--- config.mk ---
export PLATFORM = sky130hd
export DESIGN_NAME = ccl_top
export DESIGN_NICKNAME = d
export VERILOG_FILES = /design/src/source/ccl_pkg.sv /design/src/source/label_ram.sv /design/src/source/scan_counter.sv /design/src/source/ccl_ctrl.sv /design/src/source/neighbor_labeler.sv /design/src/source/area_accum.sv /design/src/source/blob_ranker.sv /design/src/source/ccl_top.sv
export VERILOG_INCLUDE_DIRS = /design/src /design/src/include
export SDC_FILE = /design/constraint.sdc
export NUM_CORES = 2
export LEC_CHECK = 0
export CORE_ASPECT_RATIO = 1.25
export CORE_MARGIN = 8
export CORE_UTILIZATION = 55
export CTS_CLUSTER_SIZE = 28
export DETAILED_ROUTE_END_ITERATION = 8
export DONT_BUFFER_PORTS = 1
export PLACE_DENSITY = 0.7
export RECOVER_POWER = 25
export SLEW_MARGIN = 15
export SYNTH_ARGS = -nofsm -noshare
export SYNTH_HDL_FRONTEND = slang
export SYNTH_SLANG_ARGS = --single-unit
--- constraint.sdc ---
create_clock -name clk_in -period 11.1 [get_ports clk_in]
set_input_delay 0.555 -clock clk_in [delete_from_list [all_inputs] [get_ports clk_in]]
set_output_delay 0.555 -clock clk_in [all_outputs]
set_load 0.01 [all_outputs]
--- src/include/ccl_consts.svh ---
`ifndef CCL_CONSTS_SVH
`define CCL_CONSTS_SVH

// frame geometry in pixels
`define CCL_IMG_W 16
`define CCL_IMG_H 12

// label table depth, entry 0 stands for background
`define CCL_MAX_LABELS 64

// smallest component area that gets reported
`define CCL_MIN_AREA 4

// how many of the largest areas are ranked
`define CCL_TOP_N 3

`endif

--- src/source/ccl_pkg.sv ---
`include "ccl_consts.svh"

package ccl_pkg;

    typedef logic [$clog2(`CCL_MAX_LABELS)-1:0] label_t;
    typedef logic [$clog2(`CCL_IMG_W*`CCL_IMG_H+1)-1:0] area_t;  // wide enough for a full frame
    typedef logic [$clog2(`CCL_IMG_W)-1:0] col_t;
    typedef logic [$clog2(`CCL_IMG_H)-1:0] row_t;
    typedef logic [$clog2(`CCL_MAX_LABELS)-1:0] count_t;

    // frame level sequence, one pass per state
    typedef enum logic [2:0] {
        IDLE,
        LOAD,
        LABEL,
        RESOLVE,
        MERGE,
        RANK,
        DONE
    } ccl_state_t;

endpackage

--- src/source/label_ram.sv ---
`timescale 1ns/10ps

module label_ram #(
    parameter type T     = logic,
    parameter int  DEPTH = 64
) (
    input  logic                     clk_in,
    input  logic                     rst_in,
    input  logic                     we,
    input  logic [$clog2(DEPTH)-1:0] waddr,
    input  T                         wdata,
    input  logic [$clog2(DEPTH)-1:0] raddr_a,
    input  logic [$clog2(DEPTH)-1:0] raddr_b,
    output T                         rdata_a,
    output T                         rdata_b
);

    T mem [DEPTH];

    always_ff @(posedge clk_in) begin
        if (rst_in) begin
            for (int i = 0; i < DEPTH; i++) begin
                mem[i] <= T'(0);
            end
        end else if (we) begin
            mem[waddr] <= wdata;
        end
    end

    // both reads are combinational so a write is visible on the next cycle
    assign rdata_a = mem[raddr_a];
    assign rdata_b = mem[raddr_b];

    a_waddr_range: assert property (@(posedge clk_in) disable iff (rst_in)
        we |-> (waddr < DEPTH))
        else $error("write address %0d beyond table depth %0d", waddr, DEPTH);

endmodule

--- src/source/scan_counter.sv ---
`timescale 1ns/10ps
`include "ccl_consts.svh"

module scan_counter
    import ccl_pkg::*;
(
    input  logic       clk_in,
    input  logic       rst_in,
    input  ccl_state_t state,
    input  logic       step,
    output col_t       col,
    output row_t       row,
    output label_t     idx,
    output logic       last_pix,
    output logic       last_idx,
    input  label_t     idx_end
);

    assign last_pix = (col == col_t'(`CCL_IMG_W-1)) && (row == row_t'(`CCL_IMG_H-1));
    assign last_idx = (idx >= idx_end - label_t'(1));  // idx_end of 1 means an empty table

    // each counter wraps on its last step, so the next state starts from the top
    always_ff @(posedge clk_in) begin
        if (rst_in) begin
            col <= '0;
            row <= '0;
            idx <= label_t'(1);
        end else begin
            case (state)
                LOAD, LABEL: begin
                    if (step) begin
                        if (col == col_t'(`CCL_IMG_W-1)) begin
                            col <= '0;
                            row <= last_pix ? '0 : row + 1'b1;
                        end else begin
                            col <= col + 1'b1;
                        end
                    end
                end
                RESOLVE, MERGE, RANK: begin
                    if (step) begin
                        idx <= last_idx ? label_t'(1) : idx + 1'b1;  // label 0 is skipped
                    end
                end
                default: begin
                    col <= '0;
                    row <= '0;
                    idx <= label_t'(1);
                end
            endcase
        end
    end

    a_row_range: assert property (@(posedge clk_in) disable iff (rst_in)
        (state inside {LOAD, LABEL}) |-> (row < `CCL_IMG_H))
        else $error("raster row %0d out of frame", row);

endmodule

--- src/source/ccl_ctrl.sv ---
`timescale 1ns/10ps

module ccl_ctrl
    import ccl_pkg::*;
(
    input  logic       clk_in,
    input  logic       rst_in,
    input  logic       frame_start,
    input  logic       pix_valid,
    input  logic       pix_done,
    input  logic       last_pix,
    input  logic       last_idx,
    output ccl_state_t state,
    output logic       step,
    output logic       pix_ready,
    output logic       pix_go,
    output logic       rank_clear,
    output logic       busy,
    output logic       done
);

    logic waiting;  // a labeling request is out to the labeler

    assign pix_ready = (state == LOAD);
    assign pix_go    = (state == LABEL) && !waiting;
    assign busy      = (state != IDLE) && (state != DONE);
    assign done      = (state == DONE);

    always_comb begin
        case (state)
            LOAD:                 step = pix_valid;  // pix_ready is high all through LOAD
            LABEL:                step = pix_done;
            RESOLVE, MERGE, RANK: step = 1'b1;       // one table index per cycle
            default:              step = 1'b0;
        endcase
    end

    always_ff @(posedge clk_in) begin
        if (rst_in) begin
            state      <= IDLE;
            waiting    <= 1'b0;
            rank_clear <= 1'b0;
        end else begin
            // lands on the first LABEL cycle
            rank_clear <= (state == LOAD) && step && last_pix;

            if (pix_go) begin
                waiting <= 1'b1;
            end else if (pix_done) begin
                waiting <= 1'b0;
            end

            case (state)
                IDLE: begin
                    if (frame_start) begin
                        state <= LOAD;
                    end
                end
                LOAD: begin
                    if (step && last_pix) begin
                        state <= LABEL;
                    end
                end
                LABEL: begin
                    if (step && last_pix) begin
                        state <= RESOLVE;
                    end
                end
                RESOLVE: begin
                    if (last_idx) begin
                        state <= MERGE;
                    end
                end
                MERGE: begin
                    if (last_idx) begin
                        state <= RANK;
                    end
                end
                RANK: begin
                    if (last_idx) begin
                        state <= DONE;
                    end
                end
                default: state <= IDLE;  // DONE lasts one cycle
            endcase
        end
    end

    a_done_in_label: assert property (@(posedge clk_in) disable iff (rst_in)
        pix_done |-> (state == LABEL) && waiting)
        else $error("labeler finished a pixel that was never requested");

endmodule

--- src/source/neighbor_labeler.sv ---
`timescale 1ns/10ps
`include "ccl_consts.svh"

module neighbor_labeler
    import ccl_pkg::*;
(
    input  logic       clk_in,
    input  logic       rst_in,
    input  ccl_state_t state,
    input  logic       pix_go,
    input  col_t       col,
    input  row_t       row,
    input  logic       pix_fg,
    input  label_t     idx,
    output logic       pix_done,
    output logic       area_inc,
    output label_t     area_label,
    output label_t     next_label,
    output label_t     root_of_idx,
    output logic       idx_is_root
);

    label_t     line_buf [`CCL_IMG_W];  // current row left of col, previous row from col on
    label_t     west_q;
    label_t     nw_q;                   // previous row at col-1, saved before it is overwritten
    label_t     nb [4];                 // w, nw, n, ne
    logic       active;
    logic       finish;
    logic [1:0] slot;
    label_t     chase;                  // label being walked up to its root
    label_t     root;                   // smallest root so far, 0 for none
    logic       eq_we;
    label_t     eq_waddr;
    label_t     eq_wdata;
    label_t     eq_raddr_a;
    label_t     eq_rd_a;
    label_t     eq_rd_b;
    logic       at_root;
    logic       union_we;
    logic       alloc;
    label_t     lbl;
    logic       pix_commit;

    // image edges read as background
    always_comb begin
        nb[0] = (col != '0) ? west_q : '0;
        nb[1] = (col != '0 && row != '0) ? nw_q : '0;
        nb[2] = (row != '0) ? line_buf[col] : '0;
        nb[3] = (row != '0 && col != col_t'(`CCL_IMG_W-1)) ? line_buf[col + 1'b1] : '0;
    end

    assign at_root  = (eq_rd_a == chase);  // entry 0 points to itself, so empty slots pass too
    assign union_we = active && !finish && at_root && chase != '0 && root != '0 && chase != root;
    assign alloc    = finish && (root == '0);
    assign lbl      = alloc ? next_label : root;
    assign pix_commit = (pix_go && !pix_fg) || finish;

    assign area_inc    = finish;
    assign area_label  = lbl;
    assign root_of_idx = eq_rd_a;
    assign idx_is_root = (eq_rd_a == idx) && (idx < next_label);

    assign eq_raddr_a = (state == LABEL) ? chase : idx;

    always_comb begin
        eq_we    = 1'b0;
        eq_waddr = idx;
        eq_wdata = eq_rd_b;  // root of the parent, already flat since it is lower
        if (state == RESOLVE) begin
            eq_we = (idx < next_label);
        end else if (alloc) begin
            eq_we    = 1'b1;
            eq_waddr = next_label;
            eq_wdata = next_label;
        end else if (union_we) begin
            eq_we    = 1'b1;  // the larger root always points down
            eq_waddr = (chase < root) ? root : chase;
            eq_wdata = (chase < root) ? chase : root;
        end
    end

    label_ram #(
        .T     (label_t),
        .DEPTH (`CCL_MAX_LABELS)
    ) eq_tbl (
        .clk_in  (clk_in),
        .rst_in  (rst_in),
        .we      (eq_we),
        .waddr   (eq_waddr),
        .wdata   (eq_wdata),
        .raddr_a (eq_raddr_a),
        .raddr_b (eq_rd_a),
        .rdata_a (eq_rd_a),
        .rdata_b (eq_rd_b)
    );

    always_ff @(posedge clk_in) begin
        if (rst_in) begin
            active     <= 1'b0;
            finish     <= 1'b0;
            pix_done   <= 1'b0;
            next_label <= label_t'(1);
            slot       <= '0;
            chase      <= '0;
            root       <= '0;
        end else begin
            pix_done <= pix_commit;
            if (state == LOAD) begin
                next_label <= label_t'(1);
            end else if (alloc) begin
                next_label <= next_label + 1'b1;
            end

            if (pix_go && pix_fg) begin
                active <= 1'b1;
                slot   <= '0;
                chase  <= nb[0];
                root   <= '0;
            end else if (finish) begin
                active <= 1'b0;
                finish <= 1'b0;
            end else if (active) begin
                if (at_root) begin
                    if (chase != '0 && (root == '0 || chase < root)) begin
                        root <= chase;
                    end
                    if (slot == 2'd3) begin
                        finish <= 1'b1;
                    end else begin
                        slot  <= slot + 1'b1;
                        chase <= nb[slot + 2'd1];
                    end
                end else begin
                    chase <= eq_rd_a;  // one step up per cycle
                end
            end
        end
    end

    always_ff @(posedge clk_in) begin
        if (pix_commit) begin
            nw_q          <= line_buf[col];
            line_buf[col] <= finish ? lbl : '0;
            west_q        <= finish ? lbl : '0;
        end
    end

    a_label_cap: assert property (@(posedge clk_in) disable iff (rst_in)
        alloc |-> (next_label != label_t'(`CCL_MAX_LABELS-1)))
        else $error("label table full at row %0d col %0d", row, col);

endmodule

--- src/source/area_accum.sv ---
`timescale 1ns/10ps
`include "ccl_consts.svh"

module area_accum
    import ccl_pkg::*;
(
    input  logic       clk_in,
    input  logic       rst_in,
    input  ccl_state_t state,
    input  logic       area_inc,
    input  label_t     area_label,
    input  label_t     idx,
    input  label_t     root_of_idx,
    output area_t      idx_area
);

    logic   tbl_clr;
    logic   tbl_we;
    label_t tbl_waddr;
    area_t  tbl_wdata;
    label_t tbl_raddr_a;
    area_t  tbl_rd_a;
    area_t  tbl_rd_b;

    assign tbl_clr     = rst_in || (state == LOAD);  // counts are wiped while the mask streams in
    assign tbl_raddr_a = (state == LABEL) ? area_label : idx;

    always_comb begin
        if (state == MERGE) begin
            // fold a non-root count onto its root
            tbl_we    = (root_of_idx != idx);
            tbl_waddr = root_of_idx;
            tbl_wdata = tbl_rd_a + tbl_rd_b;
        end else begin
            tbl_we    = (state == LABEL) && area_inc;
            tbl_waddr = area_label;
            tbl_wdata = tbl_rd_a + 1'b1;
        end
    end

    // folded entries read back as zero
    assign idx_area = (root_of_idx == idx) ? tbl_rd_a : '0;

    label_ram #(
        .T     (area_t),
        .DEPTH (`CCL_MAX_LABELS)
    ) area_tbl (
        .clk_in  (clk_in),
        .rst_in  (tbl_clr),
        .we      (tbl_we),
        .waddr   (tbl_waddr),
        .wdata   (tbl_wdata),
        .raddr_a (tbl_raddr_a),
        .raddr_b (root_of_idx),
        .rdata_a (tbl_rd_a),
        .rdata_b (tbl_rd_b)
    );

endmodule

--- src/source/blob_ranker.sv ---
`timescale 1ns/10ps
`include "ccl_consts.svh"

module blob_ranker
    import ccl_pkg::*;
(
    input  logic       clk_in,
    input  logic       rst_in,
    input  ccl_state_t state,
    input  logic       rank_clear,
    input  logic       idx_is_root,
    input  area_t      idx_area,
    output count_t     blob_count,
    output area_t      top_area [`CCL_TOP_N]
);

    logic  keep;
    area_t top_nxt [`CCL_TOP_N];

    assign keep = (state == RANK) && idx_is_root && (idx_area >= area_t'(`CCL_MIN_AREA));

    // insert into the descending list, everything below the slot moves down one
    always_comb begin
        top_nxt = top_area;
        if (idx_area > top_area[0]) begin
            top_nxt[0] = idx_area;
        end
        for (int i = 1; i < `CCL_TOP_N; i++) begin
            if (idx_area > top_area[i]) begin
                top_nxt[i] = (idx_area > top_area[i-1]) ? top_area[i-1] : idx_area;
            end
        end
    end

    always_ff @(posedge clk_in) begin
        if (rst_in || rank_clear) begin
            blob_count <= '0;
            for (int i = 0; i < `CCL_TOP_N; i++) begin
                top_area[i] <= '0;
            end
        end else if (keep) begin
            blob_count <= blob_count + 1'b1;
            top_area   <= top_nxt;
        end
    end

endmodule

--- src/source/ccl_top.sv ---
`timescale 1ns/10ps
`include "ccl_consts.svh"

module ccl_top
    import ccl_pkg::*;
(
    input  logic   clk_in,
    input  logic   rst_in,
    input  logic   frame_start,
    input  logic   pix_valid,
    input  logic   pix_mask,
    output logic   pix_ready,
    output logic   busy,
    output logic   done,
    output count_t blob_count,
    output area_t  top_area [`CCL_TOP_N]
);

    localparam int PIX_N  = `CCL_IMG_W * `CCL_IMG_H;
    localparam int PIX_AW = $clog2(PIX_N);

    ccl_state_t        state;
    logic              step;
    logic              pix_go;
    logic              pix_done;
    logic              rank_clear;
    logic              last_pix;
    logic              last_idx;
    col_t              col;
    row_t              row;
    label_t            idx;
    logic              pix_fg;
    logic              area_inc;
    label_t            area_label;
    label_t            next_label;
    label_t            root_of_idx;
    logic              idx_is_root;
    area_t             idx_area;
    logic [PIX_AW-1:0] pix_addr;

    // raster address, shared by the load write and the label read
    assign pix_addr = PIX_AW'(row) * PIX_AW'(`CCL_IMG_W) + PIX_AW'(col);

    ccl_ctrl ctrl_i (.*);

    scan_counter scan_i (
        .idx_end (next_label),
        .*
    );

    label_ram #(
        .T     (logic),
        .DEPTH (PIX_N)
    ) mask_store_i (
        .clk_in  (clk_in),
        .rst_in  (rst_in),
        .we      (pix_valid && pix_ready),
        .waddr   (pix_addr),
        .wdata   (pix_mask),
        .raddr_a (pix_addr),
        .raddr_b (pix_addr),
        .rdata_a (pix_fg),
        .rdata_b ()
    );

    neighbor_labeler labeler_i (.*);

    area_accum area_i (.*);

    blob_ranker ranker_i (.*);

endmodule

== Yosys cells after proc, flatten, opt, wreduce, memory -nomap -nowiden ==
Memory sizes are Yosys's and may differ from the RTL's. A register that Yosys moved wholly into a read port is not among the register bits.
Index checks and enable logic that the tools add are counted.
Widths: inputs -> output; s select.

* Bits in registers: 84
* Memory bits (writable): 1184
* Input bits: 5
* Output and inout port bits: 33
* Logic and storage cells: 213
* Memories kept: 4

* Add/sub/neg operators: 10
* $lt $le $gt $ge: 8
* Equality and inequality tests: 26
* Multiplexer cells: 85
* Bitwise operators: 5
* Reductions and logical operators: 56

{| class="wikitable"
|+ Memory list
! memory !! depth !! bits a word !! read ports !! clocked after Yosys merged registers in !! write ports !! line !! text
|-
| area_i.area_tbl.mem || 64 || 8 || 2 || 0 || 64 || label_ram.sv:18 || <nowiki>T mem [DEPTH];</nowiki>
|-
| labeler_i.eq_tbl.mem || 64 || 6 || 2 || 0 || 64 || label_ram.sv:18 ||
|-
| mask_store_i.mem || 192 || 1 || 1 || 0 || 192 || label_ram.sv:18 ||
|-
| labeler_i.line_buf || 16 || 6 || 2 || 1 || 1 || neighbor_labeler.sv:23 || <nowiki>label_t line_buf [`CCL_IMG_W];</nowiki>
|}

{| class="wikitable"
|+ Operator list
! cell !! count
|-
| $mux 6 || 29
|-
| $mux 8 || 6
|-
| $mux 1 || 31
|-
| $mux 4 || 7
|-
| $gt 8x8->1 || 3
|-
| $logic_and 1x1->1 || 22
|-
| $add 6x1->6 const B || 3
|-
| $mux 3 || 6
|-
| $pmux 3 s6 || 1
|-
| $pmux 4 s2 || 2
|-
| $bmux 6 s2 || 1
|-
| $eq 6x6->1 || 2
|-
| $lt 6x6->1 || 2
|-
| $ne 6x6->1 || 2
|-
| $pmux 6 s2 || 1
|-
| $reduce_bool 6->1 || 2
|-
| $ne 2x1->1 const B || 5
|-
| $ne 2x2->1 const B || 5
|-
| $reduce_and 2->1 || 5
|-
| $eq 3x3->1 const B || 3
|-
| $add 4x1->4 const B || 2
|-
| $add 8x1->8 const B || 1
|-
| $add 8x4->8 || 1
|-
| $add 8x8->8 || 1
|-
| other kinds (29) || 47
|}

== Longest topological paths before layout ==
An unclocked memory read counts as a cell.

* Depth after elaboration: 16
* Gate-level depth with buffers: 34
* Gate-level depth less buffers: 23

== Modules after synthesis ==
From an unflattened synthesis, not the netlist that was laid out.

* Cells, all modules: 5720
* Area total of the unflattened synthesis: 75593.8 um2

{| class="wikitable"
|+ By module, submodules not included
! module !! times used !! cells each !! area each (um2) !! sequential area each (um2)
|-
| label_ram (area_i.area_tbl) || 1 || 1919 || 27881.7 || 15374.7
|-
| label_ram (labeler_i.eq_tbl) || 1 || 1463 || 21156.5 || 11531.1
|-
| label_ram (mask_store_i) || 1 || 1281 || 15139.5 || 7687.4
|-
| neighbor_labeler || 1 || 593 || 7380.8 || 3703.6
|-
| blob_ranker || 1 || 228 || 2042.0 || 600.6
|-
| scan_counter || 1 || 114 || 1002.2 || 280.3
|-
| area_accum || 1 || 83 || 654.4 || 0.0
|-
| ccl_ctrl || 1 || 38 || 330.3 || 100.1
|-
| ccl_top || 1 || 1 || 6.3 || 0.0
|}

== Worst setup path before layout ==
No wires, ideal clock.

* Kind: register to register
* Start: register scan_i.idx[1]
* End: memory area_i.area_tbl.mem[0][6] (netlist name), data pin
* Setup time: 0.265 ns
* Arrival time: 5.992 ns
* Data required time: 10.835 ns
* Setup slack: 4.843 ns
* Stages on the path, launching flop included: 31
* Buffers on the path: 9
* Period minus slack after synthesis: 6.257 ns
* Cell sequence: dfxtp_1 buf_2 clkbuf_1 clkbuf_1 mux4_2 mux2i_1 o32ai_1 nor4_2 a22o_1 buf_2 buf_2 buf_2 buf_4 clkbuf_1 nand2_1 a311oi_1 a31oi_1 a32oi_1 nand2_1 o211ai_1 ha_1 inv_1 fa_1 inv_1 a21oi_1 o21bai_1 a21o_1 a21oi_1 xor2_1 clkbuf_1 nor2_1

{| class="wikitable"
|+ RTL lines
! item !! line !! text
|-
| start: declaration || scan_counter.sv:13 || <nowiki>output label_t idx,</nowiki>
|-
| start signal: assignment || scan_counter.sv:27 || <nowiki>idx <= label_t'(1);</nowiki>
|-
| start signal: assignment || scan_counter.sv:42 || <nowiki>idx <= last_idx ? label_t'(1) : idx + 1'b1;</nowiki>
|-
| start signal: assignment || scan_counter.sv:48 || <nowiki>idx <= label_t'(1);</nowiki>
|-
| end: declaration || label_ram.sv:18 ||
|}

==> tab_implementation.tex <==
\begin{tabular}{lr}
\hline
Metric & Value \\
\hline
\multicolumn{2}{l}{\textbf{Timing}} \\
\quad Max Freq & between 0.09 and 0.1 GHz \\
\quad Hold WS & around 0.12 ns \\
\quad Final critical delay including setup and external delays & between 10 and 15 ns \\
\quad RSZ-0062 raised after global routing & no \\
\quad Final total negative setup slack & 0 ns \\
\quad Final-report hold violation count & 0 \\
\quad Period utilisation layout & about nine tenths \\
\quad Final-report setup violation count & 0 \\
\quad Final-report max-slew violation count & $\sim$400 \\
\quad Worst-margin pin slew & about 3.0 ns \\
\quad Worst clock skew & between 0.05 and 0.06 ns \\
\quad Worst-case setup margin in the final layout & 1.03 ns \\
\quad Relative slew margins & -100\% \\
\multicolumn{2}{l}{\textbf{Finish}} \\
\quad Post-route cell area & between 0.08 and 0.09 mm\^{}2 \\
\quad Sequential standard cell area & 0.0394 mm\^{}2 \\
\quad Non-filler instance count after layout & between 8000 and 9000 \\
\quad Area of the multi-input gates & roughly 0.033 mm\^{}2 \\
\quad Net count, final & between 6000 and 7000 \\
\quad Layout cells sized above 1 & between 10 and 15\% \\
\quad Fill cell instance count of the final layout & between 10000 and 15000 \\
\quad Most common library cell in the layout ignoring fill and taps & sky130\_fd\_sc\_hd\_\_edfxtp\_1 \\
\quad Area Overhead vs Synth & 6.89\% \\
\quad Most used cells in the layout excluding fill and tap cells & sky130\_fd\_sc\_hd\_\_edfxtp\_1 (1260), sky130\_fd\_sc\_hd\_\_nor2\_1 (967), sky130\_fd\_sc\_hd\_\_nand2\_1 (713) \\
\multicolumn{2}{l}{\textbf{Yosys}} \\
\quad Syn Nets & 6663 \\
\quad Average size of a mapped cell & about 11 um\^{}2 \\
\quad Number of register bits inferred by synthesis & 1336 \\
\quad Fraction of registers with async set or reset after synthesis & 0\% \\
\quad Post-Synthesis Cell Area & 0.0757 mm\^{}2 \\
\quad Dominant combinational cell family by area after synthesis & simple AND/OR/NAND/NOR gates \\
\quad Share of the synthesized netlist area taken by xor and xnor gates & less than 1\% \\
\quad Share of synthesized cell area in full adder, half adder and majority cells & about 1.1\% \\
\quad Cell variety after synth & between 100 and 150 \\
\quad Count of yosys warnings during synthesis & 0 \\
\quad Sequential area share after synthesis & between 50\% and 60\% \\
\quad Mux cell area share after synthesis & between 10\% and 20\% \\
\quad Area share of and/or/nand/nor cells after synthesis & 16.5\% \\
\quad Count of flip-flops with a built-in enable after synthesis & between 1000 and 1500 \\
\quad Cell count after synthesis & approximately 6600 \\
\quad Leading register cell type out of synthesis & sky130\_fd\_sc\_hd\_\_edfxtp\_1 \\
\quad Compound-Gate Fraction of Synth Area & under 10\% \\
\multicolumn{2}{l}{\textbf{Route}} \\
\quad Violation count after the first detailed-route iteration & between 9000 and 10000 \\
\quad Routed len/inst & between 30 and 40 um \\
\quad Drt drc & 0 \\
\quad Vias per inst & 7.32 \\
\quad DR vias & about 60000 \\
\quad Total wire length & roughly 270000 um \\
\quad ANT nets after route & 0 \\
\quad Router iterations before antenna repair & 7 \\
\multicolumn{2}{l}{\textbf{Setup path}} \\
\quad Critical Path RT & 11.65 ns \\
\quad Crit path kind & flip-flop to flip-flop \\
\quad Largest fanout on the critical path & 36 \\
\quad Kind of start point of the critical path & flip-flop \\
\quad Crit end category & flip-flop \\
\quad Data arrival, critical path & roughly 11 ns \\
\multicolumn{2}{l}{\textbf{Run status}} \\
\quad Failing checks & max-capacitance violations, max-slew violations \\
\quad Status & finished, violations left \\
\multicolumn{2}{l}{\textbf{CTS}} \\
\quad Number of post-CTS setup repair buffers & 0 \\
\quad Clock net sink count & about 1300 \\
\quad Total clock buffers created by CTS & about 140 \\
\quad Clock-pin transition on the worst setup and hold timing paths & about 0.060 ns \\
\quad Clock network latency to the later pin of the worst-skew pair & $\sim$0.84 ns \\
\quad CTS tree & built \\
\quad Maximum clock insertion buffer count & 3 \\
\quad Cell chosen for the clock root & sky130\_fd\_sc\_hd\_\_clkbuf\_16 \\
\quad H-tree depth & 4 \\
\multicolumn{2}{l}{\textbf{Floorplan}} \\
\quad Die span in y & $\sim$430 um \\
\quad Die area & approximately 0.15 mm\^{}2 \\
\quad Number of top-level pins & 38 \\
\quad Core Box Area & between 0.1 and 0.15 mm\^{}2 \\
\quad Width of the chip & about 350 um \\
\quad Number of placement rows & approximately 150 \\
\quad Effective utilization at floorplan & between 50\% and 60\% \\
\multicolumn{2}{l}{\textbf{Place}} \\
\quad Half-perimeter wire length after detailed placement & approximately 180000 um \\
\quad Final weighted congestion in routability-driven placement & 1.07 \\
\quad Quantity of I/O buffers inserted on ports & 0 \\
\quad Cell total after placement & 7905 \\
\quad Post-placement worst setup slack & approximately 1.8 ns \\
\quad Cell area after placement & around 0.077 mm\^{}2 \\
\multicolumn{2}{l}{\textbf{Hold path}} \\
\quad Class of the tightest hold or removal check & primary input to flip-flop \\
\multicolumn{2}{l}{\textbf{Global routing}} \\
\quad Aggregate global routing overflow & 0 \\
\quad Global-route wire length before repair & 394000 um \\
\quad Pin count of the biggest net entering global routing & approximately 140 \\
\quad Number of global-route vias before repair & approximately 57000 \\
\quad Number of antenna violations at the first check in global routing & 2 \\
\quad GRT Util Overall & a little over a third \\
\multicolumn{2}{l}{\textbf{Power}} \\
\quad PD cells & 247 mW/mm\^{}2 \\
\quad Static leakage & about 0.027 uW \\
\quad Worst-case vdd ir drop & approximately 280 uV \\
\multicolumn{2}{l}{\textbf{Job}} \\
\quad Number of violations of the max-capacitance limit & 14 \\
\hline
\end{tabular}
## layer usage
layer	share of wire (%)	up-vias	global-route usage, %
met3	12	1198	8.74
met2	46	4743	57.0
met1	33	29200	41.8
li1	-	24500	-
met5	0	-	0
met4	9.0	0	25.5
## worst paths after layout
path | from | to | slack [ns] | cells past startpoint
setup / recovery | scan_i.idx[0]$_SDFFE_PP1P_ | area_i.area_tbl.mem[44][7]$_SDFFCE_PN0P_ | 1.03 | 25
hold / removal | rst_in | scan_i.row[3]$_SDFFE_PP0P_ | 0.12 | 2
setup reg to reg | scan_i.idx[0]$_SDFFE_PP1P_ | area_i.area_tbl.mem[44][7]$_SDFFCE_PN0P_ | 1.03 | 25
hold reg to reg | labeler_i.slot[1]$_SDFFE_PP0P_ | labeler_i.slot[1]$_SDFFE_PP0P_ | 0.49 | 2
## where the power goes
part           internal, uW  total [uW]  switching [uW]
sequential             6140        6510             366
combinational          2620        8900            6270
clock                  2510        4590            2090
## state kept, by name, indices dropped and copies added, names as in the netlist, 2 cells and up, named ones only
| register | flops |
|---|---|
| labeler_i.slot | 2 |
| labeler_i.chase | 6 |
| scan_i.row | 4 |
| labeler_i.root | 6 |
| mask_store_i.mem | 256 |
| scan_i.idx | 6 |
| ctrl_i.state | 3 |
| labeler_i.line_buf | 96 |
| labeler_i.next_label | 6 |
| scan_i.col | 4 |
| labeler_i.eq_tbl.mem | 384 |
| area_i.area_tbl.mem | 512 |
| ranker_i.top_area | 24 |
| ranker_i.blob_count | 6 |
| labeler_i.nw_q | 6 |
| labeler_i.west_q | 6 |
## worst max-delay path: stages (launching register included)
cell	delay (ns)
sky130_fd_sc_hd__dfxtp_1	1.74
sky130_fd_sc_hd__inv_1	0.32
sky130_fd_sc_hd__clkbuf_1	0.92
sky130_fd_sc_hd__o211a_1	0.50
sky130_fd_sc_hd__a2111oi_0	0.65
sky130_fd_sc_hd__a311oi_1	0.24
sky130_fd_sc_hd__and4bb_2	0.35
sky130_fd_sc_hd__o21ai_0	0.24
sky130_fd_sc_hd__o32ai_1	0.14
sky130_fd_sc_hd__buf_4	0.21
sky130_fd_sc_hd__inv_1	0.60
sky130_fd_sc_hd__a221oi_1	0.15
sky130_fd_sc_hd__o41ai_1	0.36
sky130_fd_sc_hd__nand3_1	0.24
sky130_fd_sc_hd__o211a_1	0.28
sky130_fd_sc_hd__ha_1	0.28
sky130_fd_sc_hd__a21o_1	0.16
sky130_fd_sc_hd__a21oi_1	0.28
sky130_fd_sc_hd__o21bai_1	0.10
sky130_fd_sc_hd__a21oi_1	0.28
sky130_fd_sc_hd__o21bai_1	0.10
sky130_fd_sc_hd__a21oi_1	0.19
sky130_fd_sc_hd__xor2_1	0.16
sky130_fd_sc_hd__xnor2_4	0.82
sky130_fd_sc_hd__buf_12	0.31
sky130_fd_sc_hd__nor2_1	0.07
## cell type report
class	count	share of cell area (%)
timing repair buffer	196	1.94
clock buffer	168	4.41
inverter	84	0.396
clock inverter	76	0.980
multi-input combinational	4521	40.9
tap	1771	2.74
antenna	3	0.00927
sequential	1336	48.6
## synthesized netlist by cell type, drive strengths merged (79+ instances only)
cell type	count	area share (%)
clkbuf	340	1.7
nor4	327	3.1
nand2	729	3.7
mux2i	325	4.3
a21oi	162	1.1
nand3	213	1.4
inv	79	0.39
buf	314	2.6
edfxtp	1260	50
o21ai	352	2.4
mux4	365	11
nor2	987	4.9
## repair_timing
| item | 4_1_cts | 5_1_grt |
|---|---|---|
| hold endpoints to repair | 89 | 0 |
| hold buffers | 2 | 0 |
| gates resized for setup | 0 | 0 |
## through the flow
step                      total power, uW  utilization (%)
after global routing                20300             59.1
after CTS                           19600             59.2
after detailed placement            15100             56.0
final                               20000             59.1
after floorplan                     12100                -
after global placement              15000             55.9
## logic make-up after synthesis
family,count (synthesis)
AO/OA/AOI/OAI,1067
buffers and inverters,738
multiplexers,719
flip-flops,1336
adder cells (fa/ha/maj),63
XOR/XNOR,41
AND/OR/NAND/NOR,2631
Note: power is estimated with default switching activity, not from simulation.
